==> config.mk <==
export PLATFORM = sky130hd
export DESIGN_NAME = trace_top
export DESIGN_NICKNAME = d
export VERILOG_FILES = /design/src/hdl/trace_pkg.sv /design/src/hdl/trace_axil_regs.sv /design/src/hdl/trace_deserializer.sv /design/src/hdl/sync_tracker.sv /design/src/hdl/pattern_matcher.sv /design/src/hdl/trace_top.sv
export VERILOG_INCLUDE_DIRS = /design/src /design/src/hdl
export SDC_FILE = /design/constraint.sdc
export NUM_CORES = 2
export LEC_CHECK = 0
export ABC_AREA = 1
export ABC_CLOCK_PERIOD_IN_PS = 3100
export BUFFER_PORTS_ARGS = -buffer_cell sky130_fd_sc_hd__buf_2
export CAP_MARGIN = 0
export CORE_MARGIN = 2
export CORE_UTILIZATION = 30
export DETAILED_ROUTE_END_ITERATION = 8
export PLACE_DENSITY = 0.47
export SLEW_MARGIN = 5
export SYNTH_ARGS = -nofsm -noshare
export SYNTH_HDL_FRONTEND = slang
export SYNTH_SLANG_ARGS = --single-unit
==> constraint.sdc <==
create_clock -name trace_clk -period 3.1 [get_ports trace_clk]
set_clock_uncertainty 0.15 [all_clocks]
set_input_delay 0.62 -clock trace_clk [delete_from_list [all_inputs] [get_ports trace_clk]]
set_output_delay 0.62 -clock trace_clk [all_outputs]
set_load 0.1 [all_outputs]
==> src/hdl/trace_config.svh <==
// fixed build-time sizes and byte register offsets; accesses are assumed word aligned
`ifndef TRACE_CONFIG_SVH
`define TRACE_CONFIG_SVH

// trace window and rule count
`define TRACE_WINDOW_BITS 64
`define TRACE_NUM_RULES   4

// sync frame fragments as seen in the compare word
`define TRACE_SYNC_HEAD   16'h7fff
`define TRACE_SYNC_TAIL   8'hff

// register map
`define REG_CTRL          8'h00
`define REG_STATUS        8'h04
`define REG_ENABLE        8'h08
`define REG_RULE_BASE     8'h10
`define REG_RULE_STRIDE   8'h10
`define REG_COUNT_BASE    8'h50
`define REG_MATCHED_LO    8'h60
`define REG_MATCHED_HI    8'h64

`endif

==> src/hdl/trace_pkg.sv <==
// vector types for the trace front end; widths come from the config header
`include "trace_config.svh"

package trace_pkg;

   // window as shifted in, or its reversed compare view
   typedef logic [`TRACE_WINDOW_BITS-1:0] trace_word_t;

   // raw port pins
   typedef logic [3:0] trace_nibble_t;

   // width code, only 1, 2 and 4 are meaningful
   typedef logic [2:0] trace_width_t;

   // one bit per match rule
   typedef logic [`TRACE_NUM_RULES-1:0] rule_mask_t;

   // per-rule hit counter, wraps
   typedef logic [7:0] hit_count_t;

   // register bus
   typedef logic [7:0]  axil_addr_t;
   typedef logic [31:0] axil_data_t;

endpackage

==> src/hdl/trace_axil_regs.sv <==
// axi4-lite slave with one transaction in flight per direction; word-aligned addresses, unmapped reads return 0
`include "trace_config.svh"

module trace_axil_regs import trace_pkg::*; (
   input  logic                                trace_clk,
   input  logic                                reset,
   // write address and data
   input  axil_addr_t                          awaddr,
   input  logic                                awvalid,
   output logic                                awready,
   input  axil_data_t                          wdata,
   input  logic [3:0]                          wstrb,
   input  logic                                wvalid,
   output logic                                wready,
   // write response
   output logic [1:0]                          bresp,
   output logic                                bvalid,
   input  logic                                bready,
   // read channels
   input  axil_addr_t                          araddr,
   input  logic                                arvalid,
   output logic                                arready,
   output axil_data_t                          rdata,
   output logic [1:0]                          rresp,
   output logic                                rvalid,
   input  logic                                rready,
   // configuration out
   output trace_width_t                        trace_width,
   output logic                                resync_req,
   output logic                                arm,
   output rule_mask_t                          rule_enable,
   output rule_mask_t                          trig_enable,
   output trace_word_t [`TRACE_NUM_RULES-1:0]  patterns,
   output trace_word_t [`TRACE_NUM_RULES-1:0]  masks,
   // status in
   input  logic                                synchronized,
   input  hit_count_t [`TRACE_NUM_RULES-1:0]   hit_counts,
   input  trace_word_t                         matched_word
);

   logic       wr_fire;
   logic       rd_fire;
   axil_data_t rd_word;

   // byte-lane merge for partial writes
   function automatic axil_data_t apply_strobe(axil_data_t old_word, axil_data_t new_word,
                                               logic [3:0] strb);
      axil_data_t merged;
      merged = old_word;
      for (int b = 0; b < 4; b++) begin
         if (strb[b])
            merged[8*b +: 8] = new_word[8*b +: 8];
      end
      return merged;
   endfunction

   ////////////////////////////////////////////////////////////
   // handshakes
   ////////////////////////////////////////////////////////////

   // always OKAY
   assign bresp = 2'b00;
   assign rresp = 2'b00;

   assign wr_fire = awready && awvalid && wvalid;
   assign rd_fire = arready && arvalid;

   always_ff @(posedge trace_clk) begin
      if (reset) begin
         awready <= 1'b0;
         wready  <= 1'b0;
         bvalid  <= 1'b0;
         arready <= 1'b0;
         rvalid  <= 1'b0;
      end else begin
         // single-cycle ready, blocked by a pending response
         awready <= awvalid && wvalid && !bvalid && !awready;
         wready  <= awvalid && wvalid && !bvalid && !awready;
         if (wr_fire)
            bvalid <= 1'b1;
         else if (bready)
            bvalid <= 1'b0;
         arready <= arvalid && !rvalid && !arready;
         if (rd_fire)
            rvalid <= 1'b1;
         else if (rready)
            rvalid <= 1'b0;
      end
   end

   // read data captured with the address
   always_ff @(posedge trace_clk) begin
      if (rd_fire)
         rdata <= rd_word;
   end

   ////////////////////////////////////////////////////////////
   // configuration registers
   ////////////////////////////////////////////////////////////

   always_ff @(posedge trace_clk) begin
      if (reset) begin
         trace_width <= 3'd4;
         arm         <= 1'b0;
         resync_req  <= 1'b0;
         rule_enable <= '0;
         trig_enable <= '0;
         patterns    <= '0;
         masks       <= '0;
      end else begin
         // pulse only on the write cycle
         resync_req <= wr_fire && (awaddr == `REG_CTRL) && wstrb[1] && wdata[8];
         if (wr_fire) begin
            if (awaddr == `REG_CTRL && wstrb[0]) begin
               trace_width <= wdata[2:0];
               arm         <= wdata[4];
            end
            if (awaddr == `REG_ENABLE) begin
               if (wstrb[0])
                  rule_enable <= wdata[`TRACE_NUM_RULES-1:0];
               if (wstrb[1])
                  trig_enable <= wdata[8 +: `TRACE_NUM_RULES];
            end
            // rule block: pattern lo/hi then mask lo/hi
            for (int r = 0; r < `TRACE_NUM_RULES; r++) begin
               if (awaddr == axil_addr_t'(`REG_RULE_BASE + `REG_RULE_STRIDE*r))
                  patterns[r][31:0] <= apply_strobe(patterns[r][31:0], wdata, wstrb);
               if (awaddr == axil_addr_t'(`REG_RULE_BASE + `REG_RULE_STRIDE*r + 4))
                  patterns[r][63:32] <= apply_strobe(patterns[r][63:32], wdata, wstrb);
               if (awaddr == axil_addr_t'(`REG_RULE_BASE + `REG_RULE_STRIDE*r + 8))
                  masks[r][31:0] <= apply_strobe(masks[r][31:0], wdata, wstrb);
               if (awaddr == axil_addr_t'(`REG_RULE_BASE + `REG_RULE_STRIDE*r + 12))
                  masks[r][63:32] <= apply_strobe(masks[r][63:32], wdata, wstrb);
            end
         end
      end
   end

   ////////////////////////////////////////////////////////////
   // read mux
   ////////////////////////////////////////////////////////////

   always_comb begin
      rd_word = '0;
      case (araddr)
         // resync bit always reads back 0
         `REG_CTRL:       rd_word = {27'd0, arm, 1'b0, trace_width};
         `REG_STATUS:     rd_word = {31'd0, synchronized};
         `REG_ENABLE: begin
            rd_word[`TRACE_NUM_RULES-1:0] = rule_enable;
            rd_word[8 +: `TRACE_NUM_RULES] = trig_enable;
         end
         `REG_MATCHED_LO: rd_word = matched_word[31:0];
         `REG_MATCHED_HI: rd_word = matched_word[63:32];
         default: begin
            for (int r = 0; r < `TRACE_NUM_RULES; r++) begin
               if (araddr == axil_addr_t'(`REG_RULE_BASE + `REG_RULE_STRIDE*r))
                  rd_word = patterns[r][31:0];
               if (araddr == axil_addr_t'(`REG_RULE_BASE + `REG_RULE_STRIDE*r + 4))
                  rd_word = patterns[r][63:32];
               if (araddr == axil_addr_t'(`REG_RULE_BASE + `REG_RULE_STRIDE*r + 8))
                  rd_word = masks[r][31:0];
               if (araddr == axil_addr_t'(`REG_RULE_BASE + `REG_RULE_STRIDE*r + 12))
                  rd_word = masks[r][63:32];
               if (araddr == axil_addr_t'(`REG_COUNT_BASE + 4*r))
                  rd_word = {24'd0, hit_counts[r]};
            end
         end
      endcase
   end

   // a response only ever follows an accepted write
   assert property (@(posedge trace_clk) disable iff (reset)
      $rose(bvalid) |-> $past(wr_fire));

   // read data held steady under back-pressure
   assert property (@(posedge trace_clk) disable iff (reset)
      rvalid && !rready |=> rvalid && $stable(rdata));

endmodule

==> src/hdl/trace_deserializer.sv <==
// parallel port only; width codes other than 1, 2, 4 fall back to one bit per cycle
`include "trace_config.svh"

module trace_deserializer import trace_pkg::*; (
   input  logic          trace_clk,
   input  logic          reset,
   input  trace_nibble_t trace_data,
   input  trace_width_t  trace_width,
   output trace_word_t   compare_word
);

   localparam int win = `TRACE_WINDOW_BITS;

   // newest bit lands in bit 0
   trace_word_t shift_q;

   ////////////////////////////////////////////////////////////
   // shift in arrival order
   ////////////////////////////////////////////////////////////

   // pin 0 is earliest in time so it goes in first
   always_ff @(posedge trace_clk) begin
      if (reset) begin
         shift_q <= '0;
      end else begin
         case (trace_width)
            3'd4:
               shift_q <= {shift_q[win-5:0], trace_data[0], trace_data[1],
                           trace_data[2], trace_data[3]};
            3'd2:
               shift_q <= {shift_q[win-3:0], trace_data[0], trace_data[1]};
            default:
               shift_q <= {shift_q[win-2:0], trace_data[0]};
         endcase
      end
   end

   // reversed view, newest bit ends up at the top
   always_comb begin
      for (int i = 0; i < win; i++) begin
         compare_word[i] = shift_q[win-1-i];
      end
   end

endmodule

==> src/hdl/sync_tracker.sv <==
// lock is by head/tail sync fragments only; a width change or resync request drops it
`include "trace_config.svh"

module sync_tracker import trace_pkg::*; (
   input  logic         trace_clk,
   input  logic         reset,
   input  trace_word_t  compare_word,
   input  trace_width_t trace_width,
   input  logic         resync_req,
   output logic         synchronized,
   output logic         valid_window
);

   logic         sync_seen;
   logic [2:0]   phase;
   trace_width_t width_q;

   // full or half sync frame sitting in the window
   assign sync_seen = (compare_word[`TRACE_WINDOW_BITS-1 -: 16] == `TRACE_SYNC_HEAD) &&
                      (compare_word[7:0] == `TRACE_SYNC_TAIL);

   ////////////////////////////////////////////////////////////
   // lock state and byte phase
   ////////////////////////////////////////////////////////////

   always_ff @(posedge trace_clk) begin
      if (reset) begin
         synchronized <= 1'b0;
         phase        <= '0;
         width_q      <= '0;
      end else begin
         width_q <= trace_width;
         if (resync_req || (trace_width != width_q)) begin
            // drop lock, wait for fresh sync frames
            synchronized <= 1'b0;
            phase        <= '0;
         end else if (!synchronized && sync_seen) begin
            synchronized <= 1'b1;
            phase        <= 3'd1;
         end else if (synchronized) begin
            // phase wraps every 8 cycles
            phase <= phase + 3'd1;
         end
      end
   end

   // byte boundary every 8, 4 or 2 cycles
   always_comb begin
      case (trace_width)
         3'd1:    valid_window = synchronized && (phase[2:0] == 3'd0);
         3'd2:    valid_window = synchronized && (phase[1:0] == 2'd0);
         3'd4:    valid_window = synchronized && !phase[0];
         default: valid_window = 1'b0;
      endcase
   end

   // byte windows are at least two cycles apart
   assert property (@(posedge trace_clk) disable iff (reset)
      valid_window |=> !valid_window);

endmodule

==> src/hdl/pattern_matcher.sv <==
// compare happens only on valid windows; counters wrap at 8 bits, last window held until next hit
`include "trace_config.svh"

module pattern_matcher import trace_pkg::*; #(
   parameter int num_rules = `TRACE_NUM_RULES
) (
   input  logic                          trace_clk,
   input  logic                          reset,
   input  trace_word_t                   compare_word,
   input  logic                          valid_window,
   input  logic [num_rules-1:0]          rule_enable,
   input  logic [num_rules-1:0]          trig_enable,
   input  logic                          arm,
   input  trace_word_t [num_rules-1:0]   patterns,
   input  trace_word_t [num_rules-1:0]   masks,
   output hit_count_t [num_rules-1:0]    hit_counts,
   output trace_word_t                   matched_word,
   output logic                          match_event,
   output logic                          trigger_match
);

   logic [num_rules-1:0] rule_hit;
   logic [num_rules-1:0] trig_hit;
   logic [num_rules-1:0] trig_hit_q;

   ////////////////////////////////////////////////////////////
   // masked compare
   ////////////////////////////////////////////////////////////

   // only mask bits take part
   always_comb begin
      for (int r = 0; r < num_rules; r++) begin
         rule_hit[r] = rule_enable[r] && valid_window &&
                       ((compare_word & masks[r]) == (patterns[r] & masks[r]));
      end
   end

   assign match_event = |rule_hit;
   assign trig_hit    = rule_hit & trig_enable;

   ////////////////////////////////////////////////////////////
   // counters and capture
   ////////////////////////////////////////////////////////////

   always_ff @(posedge trace_clk) begin
      if (reset) begin
         hit_counts   <= '0;
         matched_word <= '0;
      end else begin
         for (int r = 0; r < num_rules; r++) begin
            if (rule_hit[r])
               hit_counts[r] <= hit_counts[r] + 8'd1;
         end
         // any rule, same window for all
         if (match_event)
            matched_word <= compare_word;
      end
   end

   // rising edge of trigger-enabled hits
   always_ff @(posedge trace_clk) begin
      if (reset) begin
         trig_hit_q    <= '0;
         trigger_match <= 1'b0;
      end else begin
         trig_hit_q    <= trig_hit;
         trigger_match <= arm && (|trig_hit) && !(|trig_hit_q);
      end
   end

   // back-to-back hits give one pulse only
   assert property (@(posedge trace_clk) disable iff (reset)
      trigger_match |=> !trigger_match);

endmodule

==> src/hdl/trace_top.sv <==
// single trace_clk domain, parallel trace port only, register access over axi4-lite
`include "trace_config.svh"

module trace_top import trace_pkg::*; (
   input  logic          trace_clk,
   input  logic          reset,
   input  trace_nibble_t trace_data,
   // axi4-lite slave
   input  axil_addr_t    awaddr,
   input  logic          awvalid,
   output logic          awready,
   input  axil_data_t    wdata,
   input  logic [3:0]    wstrb,
   input  logic          wvalid,
   output logic          wready,
   output logic [1:0]    bresp,
   output logic          bvalid,
   input  logic          bready,
   input  axil_addr_t    araddr,
   input  logic          arvalid,
   output logic          arready,
   output axil_data_t    rdata,
   output logic [1:0]    rresp,
   output logic          rvalid,
   input  logic          rready,
   // match outputs
   output logic          match_event,
   output logic          trigger_match
);

   trace_width_t                        trace_width;
   logic                                resync_req;
   logic                                arm;
   rule_mask_t                          rule_enable;
   rule_mask_t                          trig_enable;
   trace_word_t [`TRACE_NUM_RULES-1:0]  patterns;
   trace_word_t [`TRACE_NUM_RULES-1:0]  masks;
   hit_count_t  [`TRACE_NUM_RULES-1:0]  hit_counts;
   trace_word_t                         matched_word;
   trace_word_t                         compare_word;
   logic                                synchronized;
   logic                                valid_window;

   ////////////////////////////////////////////////////////////
   // register block
   ////////////////////////////////////////////////////////////

   trace_axil_regs u_regs (
      .trace_clk    (trace_clk),
      .reset        (reset),
      .awaddr       (awaddr),
      .awvalid      (awvalid),
      .awready      (awready),
      .wdata        (wdata),
      .wstrb        (wstrb),
      .wvalid       (wvalid),
      .wready       (wready),
      .bresp        (bresp),
      .bvalid       (bvalid),
      .bready       (bready),
      .araddr       (araddr),
      .arvalid      (arvalid),
      .arready      (arready),
      .rdata        (rdata),
      .rresp        (rresp),
      .rvalid       (rvalid),
      .rready       (rready),
      .trace_width  (trace_width),
      .resync_req   (resync_req),
      .arm          (arm),
      .rule_enable  (rule_enable),
      .trig_enable  (trig_enable),
      .patterns     (patterns),
      .masks        (masks),
      .synchronized (synchronized),
      .hit_counts   (hit_counts),
      .matched_word (matched_word)
   );

   ////////////////////////////////////////////////////////////
   // trace path
   ////////////////////////////////////////////////////////////

   trace_deserializer u_deser (
      .trace_clk    (trace_clk),
      .reset        (reset),
      .trace_data   (trace_data),
      .trace_width  (trace_width),
      .compare_word (compare_word)
   );

   sync_tracker u_sync (
      .trace_clk    (trace_clk),
      .reset        (reset),
      .compare_word (compare_word),
      .trace_width  (trace_width),
      .resync_req   (resync_req),
      .synchronized (synchronized),
      .valid_window (valid_window)
   );

   pattern_matcher #(
      .num_rules    (`TRACE_NUM_RULES)
   ) u_match (
      .trace_clk     (trace_clk),
      .reset         (reset),
      .compare_word  (compare_word),
      .valid_window  (valid_window),
      .rule_enable   (rule_enable),
      .trig_enable   (trig_enable),
      .arm           (arm),
      .patterns      (patterns),
      .masks         (masks),
      .hit_counts    (hit_counts),
      .matched_word  (matched_word),
      .match_event   (match_event),
      .trigger_match (trigger_match)
   );

endmodule

Word level (Yosys, flattened, before mapping)
Index checks and enable logic that the tools add are counted.
{"block": "totals", "elab_cells": 300, "ff_bits": 733, "input_bits": 63}
{"block": "op_classes", "n_mux": 32, "addsub": 5, "eq_ne": 51, "reduce_logical": 117, "n_bitwise": 9}
{"operator": "$mux W32", "n": 20}
{"operator": "$and A64 B64 Y64", "n": 8}
{"operator": "$eq A64 B64 Y1", "n": 4}
{"operator": "$reduce_and A3 Y1", "n": 66}
{"operator": "$eq A8 B6 Y1 const B", "n": 16}
{"operator": "$pmux W64 S2", "n": 1}
{"operator": "$eq A8 B7 Y1 const B", "n": 14}
{"operator": "$eq A8 B5 Y1 const B", "n": 8}
{"operator": "$pmux W20 S3", "n": 1}
{"operator": "$add A8 B1 Y8 const B", "n": 4}
{"operator": "$pmux W4 S4", "n": 2}
{"operator": "$logic_and A1 B1 Y1", "n": 27}
{"operator": "$pmux W4 S5", "n": 1}
{"operator": "$eq A16 B15 Y1 const B", "n": 1}
{"operator": "$eq A8 B4 Y1 const B", "n": 2}
{"operator": "$logic_not A8 Y1", "n": 2}
{"operator": "$reduce_or A4 Y1", "n": 3}
{"operator": "$eq A8 B3 Y1 const B", "n": 1}
{"operator": "$eq A8 B8 Y1 const B", "n": 1}
{"operator": "$logic_not A1 Y1", "n": 7}
{"operator": "$mux W1", "n": 6}
{"operator": "$reduce_bool A2 Y1", "n": 3}
{"operator": "$reduce_or A2 Y1", "n": 3}
{"operator": "$reduce_or A3 Y1", "n": 2}
{"operator": "other kinds (11)", "n": 11}

Logic depth before layout (Yosys ltp)
{"block": "depth", "word_depth": 22, "ltp_mapped": 19, "mapped_depth_nobuf": 19}

Modules after synthesis
From an unflattened synthesis, not the netlist that was laid out.
{"block": "unflattened", "hier_cells": 6230, "area_unflattened_um2": 40207.3}
{"module": "trace_axil_regs", "instances": 1, "area_each_um2": 24407.2, "cells_per_inst": 3421, "seq_area_each_um2": 11551.1}
{"module": "pattern_matcher", "instances": 1, "area_each_um2": 11671.2, "cells_per_inst": 2170, "seq_area_each_um2": 2021.9}
{"module": "trace_deserializer", "instances": 1, "area_each_um2": 3686.0, "cells_per_inst": 566, "seq_area_each_um2": 1281.2}
{"module": "sync_tracker", "instances": 1, "area_each_um2": 442.9, "cells_per_inst": 73, "seq_area_each_um2": 140.1}

Least setup slack after synthesis
No wires, ideal clock.
{"block": "synth_path", "path_type": "flip-flop to output port", "start": "reg u_regs.trace_width[0]", "end": "out match_event", "arrival_ps": 2276, "path_slack_ps": 54, "path_buffers": 2, "stages_incl_launch_ff": 12, "path_cell_list": "dfxtp_1 > inv_1 > nand3_2 > buf_6 > nand2_2 > a31oi_2 > nor3_4 > clkbuf_1 > nand3_1 > nor3_1 > nor2_1 > nand2_1"}
{"block": "synth_between", "elab_chain_cells": 5, "elab_cells_between_ends": 13, "classes_between": "eq/ne (3); mux (1); reduce/logical (9)"}
{"element": "from (decl)", "line": "trace_axil_regs.sv:28", "source": "output trace_width_t trace_width,"}
{"element": "from (signal assigned)", "line": "trace_axil_regs.sv:115", "source": "trace_width <= wdata[2:0];"}
{"element": "$eq A3 B3 Y1, or another cell as far along", "line": "sync_tracker.sv:49", "source": "case (trace_width)"}
{"element": "$pmux W1 S3 *", "line": "sync_tracker.sv:49"}
{"element": "$logic_and A1 B1 Y1 (2 in series)", "line": "pattern_matcher.sv:33", "source": "rule_hit[r] = rule_enable[r] && valid_window &&"}
{"element": "$reduce_or A4 Y1 *", "line": "pattern_matcher.sv:38", "source": "assign match_event = |rule_hit;"}
{"element": "to (decl)", "line": "trace_top.sv:27", "source": "output logic match_event,"}
Mark *: on every way between the ends. The rest lies on a longest branch, timed or not.

Final worst setup path
{"block": "layout_path", "start": "reg u_deser.shift_q[25]", "end": "out match_event"}
{"block": "layout_between", "elab_chain_cells": 4, "elab_cells_between_ends": 13, "classes_between": "eq/ne (4); bitwise (4); reduce/logical (5)"}
{"element": "from (decl)", "line": "trace_deserializer.sv:15", "source": "trace_word_t shift_q;"}
{"element": "from (signal assigned)", "line": "trace_deserializer.sv:28", "source": "shift_q <= {shift_q[win-5:0], trace_data[0], trace_data[1],"}
{"element": "from (signal assigned)", "line": "trace_deserializer.sv:31", "source": "shift_q <= {shift_q[win-3:0], trace_data[0], trace_data[1]};"}
{"element": "from (signal assigned)", "line": "trace_deserializer.sv:33", "source": "shift_q <= {shift_q[win-2:0], trace_data[0]};"}
{"element": "$and A64 B64 Y64", "line": "pattern_matcher.sv:34", "source": "((compare_word & masks[r]) == (patterns[r] & masks[r]));"}
{"element": "$eq A64 B64 Y1", "line": "pattern_matcher.sv:34"}
{"element": "$logic_and A1 B1 Y1", "line": "pattern_matcher.sv:33"}
{"element": "$reduce_or A4 Y1 *", "line": "pattern_matcher.sv:38"}
Marks and branches as above.

==> report_table.html <==
<table>
<tr><th>Metric</th><th>Value</th></tr>
<tr><th colspan="2">Die</th></tr>
<tr><td>Cell Rows</td><td>approximately 130</td></tr>
<tr><td>Die width</td><td>354 um</td></tr>
<tr><td>Die Area</td><td>between 100000 and 150000 um2</td></tr>
<tr><td>Count of pins on the block boundary</td><td>106</td></tr>
<tr><td>Core region area</td><td>between 100000 and 150000 um2</td></tr>
<tr><td>Vertical die dimension</td><td>354 um</td></tr>
<tr><td>Initial core utilization</td><td>~30%</td></tr>
<tr><th colspan="2">Timing</th></tr>
<tr><td>Final critical delay including setup and external delays</td><td>3.68 ns</td></tr>
<tr><td>Achievable clock frequency</td><td>0.272 GHz</td></tr>
<tr><td>Unrepaired setup endpoints after global routing</td><td>yes</td></tr>
<tr><td>Number of max-slew violations in the final report</td><td>0</td></tr>
<tr><td>Finish-stage setup viols</td><td>1</td></tr>
<tr><td>Final Hold Violating Endpoints</td><td>0</td></tr>
<tr><td>Worst Slack Setup Final</td><td>-0.582 ns</td></tr>
<tr><td>Worst hold slack across all endpoints</td><td>0.116 ns</td></tr>
<tr><td>Tightest Pin Transition</td><td>a little over 1 ns</td></tr>
<tr><td>Accumulated negative setup slack</td><td>-0.582 ns</td></tr>
<tr><td>Tightest slew margin relative to the limit</td><td>30.8%</td></tr>
<tr><td>Final clock period utilization by the worst path</td><td>119%</td></tr>
<tr><th colspan="2">Yosys</th></tr>
<tr><td>Synth Cell Area</td><td>36800 um2</td></tr>
<tr><td>Async SR Flop Fraction</td><td>0%</td></tr>
<tr><td>Cells taking the most area after synthesis</td><td>sky130_fd_sc_hd__dfxtp_1 (38%), sky130_fd_sc_hd__o21ai_0 (10%), sky130_fd_sc_hd__a21oi_1 (10%)</td></tr>
<tr><td>Synthesized instance count</td><td>5545</td></tr>
<tr><td>Synth unique cells</td><td>46</td></tr>
<tr><td>Per-instance average area after synthesis</td><td>6.64 um2</td></tr>
<tr><td>Sequential element share of the synthesized area</td><td>40.7%</td></tr>
<tr><td>Leading area contributor after synthesis</td><td>sky130_fd_sc_hd__dfxtp_1</td></tr>
<tr><td>Total of warnings raised by yosys</td><td>0</td></tr>
<tr><td>Number of enable flip-flop cells after synthesis</td><td>32</td></tr>
<tr><td>Share of the synthesized area in the top cell type</td><td>38.1%</td></tr>
<tr><td>Main synth FF type</td><td>sky130_fd_sc_hd__dfxtp_1</td></tr>
<tr><td>Register bit count reported by yosys</td><td>733</td></tr>
<tr><th colspan="2">Routing</th></tr>
<tr><td>DRC violation count after routing</td><td>0</td></tr>
<tr><td>Iteration-0 DRC count of the detailed router</td><td>4057</td></tr>
<tr><td>Number of antenna-violating nets in the routed design</td><td>0</td></tr>
<tr><td>Final WL</td><td>between 150000 and 200000 um</td></tr>
<tr><td>Detailed-router iteration count before antenna repair</td><td>8</td></tr>
<tr><td>Mean routed wirelength per cell</td><td>22.6 um</td></tr>
<tr><td>Via density</td><td>5.12</td></tr>
<tr><td>Vias</td><td>39865</td></tr>
<tr><th colspan="2">Clock tree</th></tr>
<tr><td>Maximum buffer depth of the clock tree</td><td>3</td></tr>
<tr><td>Number of levels the H-tree was split into</td><td>3</td></tr>
<tr><td>CTS tree</td><td>yes</td></tr>
<tr><td>Number of buffers inserted during clock tree synthesis</td><td>88</td></tr>
<tr><td>Root Buffer</td><td>sky130_fd_sc_hd__clkbuf_16</td></tr>
<tr><td>CTS clk-pin slew, worst paths</td><td>0.06 ns</td></tr>
<tr><td>Clock sink total</td><td>733</td></tr>
<tr><td>Clock network latency to the later pin of the worst-skew pair</td><td>slightly above 0.7 ns</td></tr>
<tr><th colspan="2">Worst setup path</th></tr>
<tr><td>Critical path's top delay family</td><td>compound AO/OA/AOI/OAI gates</td></tr>
<tr><td>Worst reg-to-reg setup slack</td><td>roughly 0.010 ns</td></tr>
<tr><td>Crit path launch type</td><td>register</td></tr>
<tr><td>Largest stage delay, worst path</td><td>approximately 0.63 ns</td></tr>
<tr><td>Endpoint of the worst register-to-register path</td><td>u_match.matched_word[48]</td></tr>
<tr><td>Worst Setup Path Type</td><td>register to output port</td></tr>
<tr><td>Cell with the largest stage delay on the worst path</td><td>sky130_fd_sc_hd__a21oi_1</td></tr>
<tr><td>Kind of end point of the critical path</td><td>output port</td></tr>
<tr><td>Launching point of the worst reg2reg path</td><td>u_deser.shift_q[25]</td></tr>
<tr><td>Critical path cell sequence</td><td>buf_4, o21ai_0, a21oi_1, nor4_1, nand4_1, nand3b_1, nor2_1, buf_4, nor2_2, nand2_2, buf_12</td></tr>
<tr><td>Worst R2R Path Depth</td><td>16</td></tr>
<tr><td>Crit Path Max Fanout</td><td>3</td></tr>
<tr><td>Critical Path RT</td><td>2.33 ns</td></tr>
<tr><td>Crit path buffers/inverters</td><td>3</td></tr>
<tr><td>Cell occurring most often along the worst timing path</td><td>sky130_fd_sc_hd__buf_4</td></tr>
<tr><td>Critical Path AT</td><td>2.91 ns</td></tr>
<tr><th colspan="2">Worst hold path</th></tr>
<tr><td>Startpoint of the most critical hold path</td><td>trace_data[0]</td></tr>
<tr><td>Depth of the worst hold-timing path</td><td>3</td></tr>
<tr><td>Worst Hold Class</td><td>input port to register</td></tr>
<tr><td>Hold Path End</td><td>u_deser.shift_q[3]</td></tr>
<tr><th colspan="2">GRT</th></tr>
<tr><td>Antenna violations before repair</td><td>6</td></tr>
<tr><td>Number of global-route vias before repair</td><td>approximately 36000</td></tr>
<tr><td>Met1 Resource Use GR</td><td>37.2%</td></tr>
<tr><td>Wire length of the first global-routing pass</td><td>roughly 250000 um</td></tr>
<tr><td>Total GRT Usage</td><td>between 20% and 30%</td></tr>
<tr><td>Met3 track utilization from global routing</td><td>4.20%</td></tr>
<tr><td>Layer carrying the most global-route usage</td><td>met2</td></tr>
<tr><td>Met2 GRT Util</td><td>~44%</td></tr>
<tr><td>Overall overflow remaining after global route</td><td>0</td></tr>
<tr><td>Pin count of the biggest net entering global routing</td><td>125</td></tr>
<tr><th colspan="2">Flow run</th></tr>
<tr><td>Number of max-cap violations</td><td>0</td></tr>
<tr><th colspan="2">Run status</th></tr>
<tr><td>Violations in the final reports</td><td>setup timing</td></tr>
<tr><td>Result of the run</td><td>finished with violations</td></tr>
<tr><th colspan="2">Place</th></tr>
<tr><td>Routability congestion estimate</td><td>0.991</td></tr>
<tr><td># placed instances</td><td>7601</td></tr>
<tr><td>Placed cell area</td><td>43500 um2</td></tr>
<tr><td>Detailed placer's ending HPWL</td><td>138000 um</td></tr>
<tr><td>Number of buffers inserted by port buffering</td><td>101</td></tr>
<tr><th colspan="2">Pwr</th></tr>
<tr><td>Worst IR drop on VDD</td><td>roughly 0.42 mV</td></tr>
<tr><td>Final total power</td><td>~21 mW</td></tr>
<tr><td>Cell area power density</td><td>~450 nW/um2</td></tr>
<tr><td>Cell leakage power</td><td>18.8 nW</td></tr>
<tr><th colspan="2">Final layout</th></tr>
<tr><td>Final layout net count</td><td>6159</td></tr>
<tr><td>Layout cells sized above 1</td><td>17.3%</td></tr>
<tr><td>Leading cell types in the layout, fill and taps excluded</td><td>sky130_fd_sc_hd__nand2_1 (901), sky130_fd_sc_hd__a21oi_1 (727), sky130_fd_sc_hd__o21ai_0 (711)</td></tr>
<tr><td>Most common cell after layout, fill and taps aside</td><td>sky130_fd_sc_hd__nand2_1</td></tr>
<tr><td>Multi-input gate area</td><td>between 15000 and 20000 um2</td></tr>
<tr><td>Final cell count without fillers</td><td>roughly 7800</td></tr>
<tr><td>Storage element area</td><td>15100 um2</td></tr>
<tr><td>Post-synthesis to final-layout area growth</td><td>28.0%</td></tr>
<tr><td>Number of filler instances in the final layout</td><td>13059</td></tr>
<tr><td>Post-route cell area</td><td>47200 um2</td></tr>
</table>
[cells by family after synthesis]
logic type / share of synthesized area (%)
buffers and inverters: 11.1
DFF: 40.7
other: 0.0102
xor gates and xnor gates: 0.547
AOI/OAI and AO/OA: 24.0
and+or+nand+nor: 23.4
adders and majority gates: 0.204
[worst max-delay path by stage]
stage	start	to	slack, ns	depth (start not counted)
finish	u_deser.shift_q[25]	match_event	-0.58	11
CTS	u_deser.shift_q[28]	match_event	-0.58	13
global route	u_deser.shift_q[12]	match_event	-0.64	13
floorplan	u_regs.trace_width[0]	match_event	0.05	11
global placement	u_deser.shift_q[28]	match_event	-0.69	13
detailed placement	u_deser.shift_q[28]	match_event	-0.62	13
[state kept, by name, summed over array words and instances, names as in the netlist, 32 cells and up]
name and count:
u_match.hit_counts 32, u_regs.rdata 32, u_regs.patterns 256, u_match.matched_word 64, u_deser.shift_q 64, u_regs.masks 256
[worst register-to-register path: stages (launching register included)]
cell and delay, ns:
sky130_fd_sc_hd__dfxtp_2 0.36, sky130_fd_sc_hd__buf_4 0.14, sky130_fd_sc_hd__o21ai_0 0.08, sky130_fd_sc_hd__a21oi_1 0.63, sky130_fd_sc_hd__buf_4 0.25, sky130_fd_sc_hd__nor2_1 0.05
sky130_fd_sc_hd__nand3_1 0.06, sky130_fd_sc_hd__nor4_1 0.05, sky130_fd_sc_hd__and2_1 0.14, sky130_fd_sc_hd__nand2_1 0.20, sky130_fd_sc_hd__inv_2 0.10, sky130_fd_sc_hd__nor3_4 0.20
sky130_fd_sc_hd__buf_12 0.19, sky130_fd_sc_hd__buf_12 0.21, sky130_fd_sc_hd__nand2_1 0.08, sky130_fd_sc_hd__nand2_1 0.06, sky130_fd_sc_hd__nor2_1 0.04
[per-stage QoR]
step | worst slack, ns | util [%]
CTS | -0.582 | 38.4
global placement | -0.694 | 35.7
finish | -0.582 | 38.7
global route | -0.641 | 38.7
floorplan | 0.0539 | -
detailed placement | -0.625 | 35.7
[per-layer routing]
metal  share of wire, %  wire, um  vias up
met5              0.020        35        -
met4                3.1      5410        6
met3                6.7     11700      242
met2                 45     79900     1425
met1                 45     79000    18666
li1                   -         -    19526
[synthesized netlist by cell type, types with 3 or more instances]
cell                        number
sky130_fd_sc_hd__xnor2_1         4
sky130_fd_sc_hd__a221oi_1       17
sky130_fd_sc_hd__xor2_1         19
sky130_fd_sc_hd__inv_1         711
sky130_fd_sc_hd__nor4b_1         3
sky130_fd_sc_hd__o22ai_1        83
sky130_fd_sc_hd__buf_6           8
sky130_fd_sc_hd__a211oi_1        7
sky130_fd_sc_hd__o21ai_1        22
sky130_fd_sc_hd__a21oi_1       740
sky130_fd_sc_hd__nand3_1        78
sky130_fd_sc_hd__nand3b_1        6
sky130_fd_sc_hd__nor2_1        705
sky130_fd_sc_hd__nor3b_1         4
sky130_fd_sc_hd__nor3_1         36
sky130_fd_sc_hd__and2_1          5
sky130_fd_sc_hd__o2111ai_1      23
sky130_fd_sc_hd__nor4_1         67
sky130_fd_sc_hd__edfxtp_1       32
sky130_fd_sc_hd__nand2_1       909
sky130_fd_sc_hd__a31oi_1        25
sky130_fd_sc_hd__dfxtp_1       701
sky130_fd_sc_hd__o211ai_1        4
sky130_fd_sc_hd__clkinv_1        8
sky130_fd_sc_hd__buf_1           9
sky130_fd_sc_hd__buf_4          16
sky130_fd_sc_hd__or2_2           5
sky130_fd_sc_hd__buf_2          44
sky130_fd_sc_hd__nand2_2         3
sky130_fd_sc_hd__a21o_1          7
sky130_fd_sc_hd__ha_1            6
sky130_fd_sc_hd__clkbuf_1      233
sky130_fd_sc_hd__clkbuf_2        5
sky130_fd_sc_hd__inv_2          11
sky130_fd_sc_hd__nand4_1       214
sky130_fd_sc_hd__o21ai_0       763
[cell type report]
| cell class | instances | area share (%) |
|---|---|---|
| antenna | 1 | 0.00531 |
| inverter | 730 | 5.86 |
| sequential | 733 | 31.9 |
| timing repair buffer | 767 | 13.2 |
| tap | 1625 | 4.31 |
| multi-input combinational | 3770 | 38.4 |
| clock inverter | 21 | 0.459 |
| clock buffer | 140 | 5.84 |
[report_power, final]
| group | leakage, nW | switching [mW] | internal, mW | total (mW) |
|---|---|---|---|---|
| combinational | 11.3 | 0.638 | 0.200 | 0.838 |
| clock | 1.48 | 4.46 | 6.40 | 10.9 |
| sequential | 5.99 | 0.0148 | 9.50 | 9.51 |
| total | 18.8 | 5.12 | 16.1 | 21.2 |
[timing repair]
item,4_1_cts,5_1_grt
pin swaps,12,17
gates resized for setup,103,113
endpoints found under the hold margin,4,0
setup endpoints to repair,5,59
hold buffers,5,0
setup buffers,11,9
No activity file was read; power rests on OpenSTA's default activity.
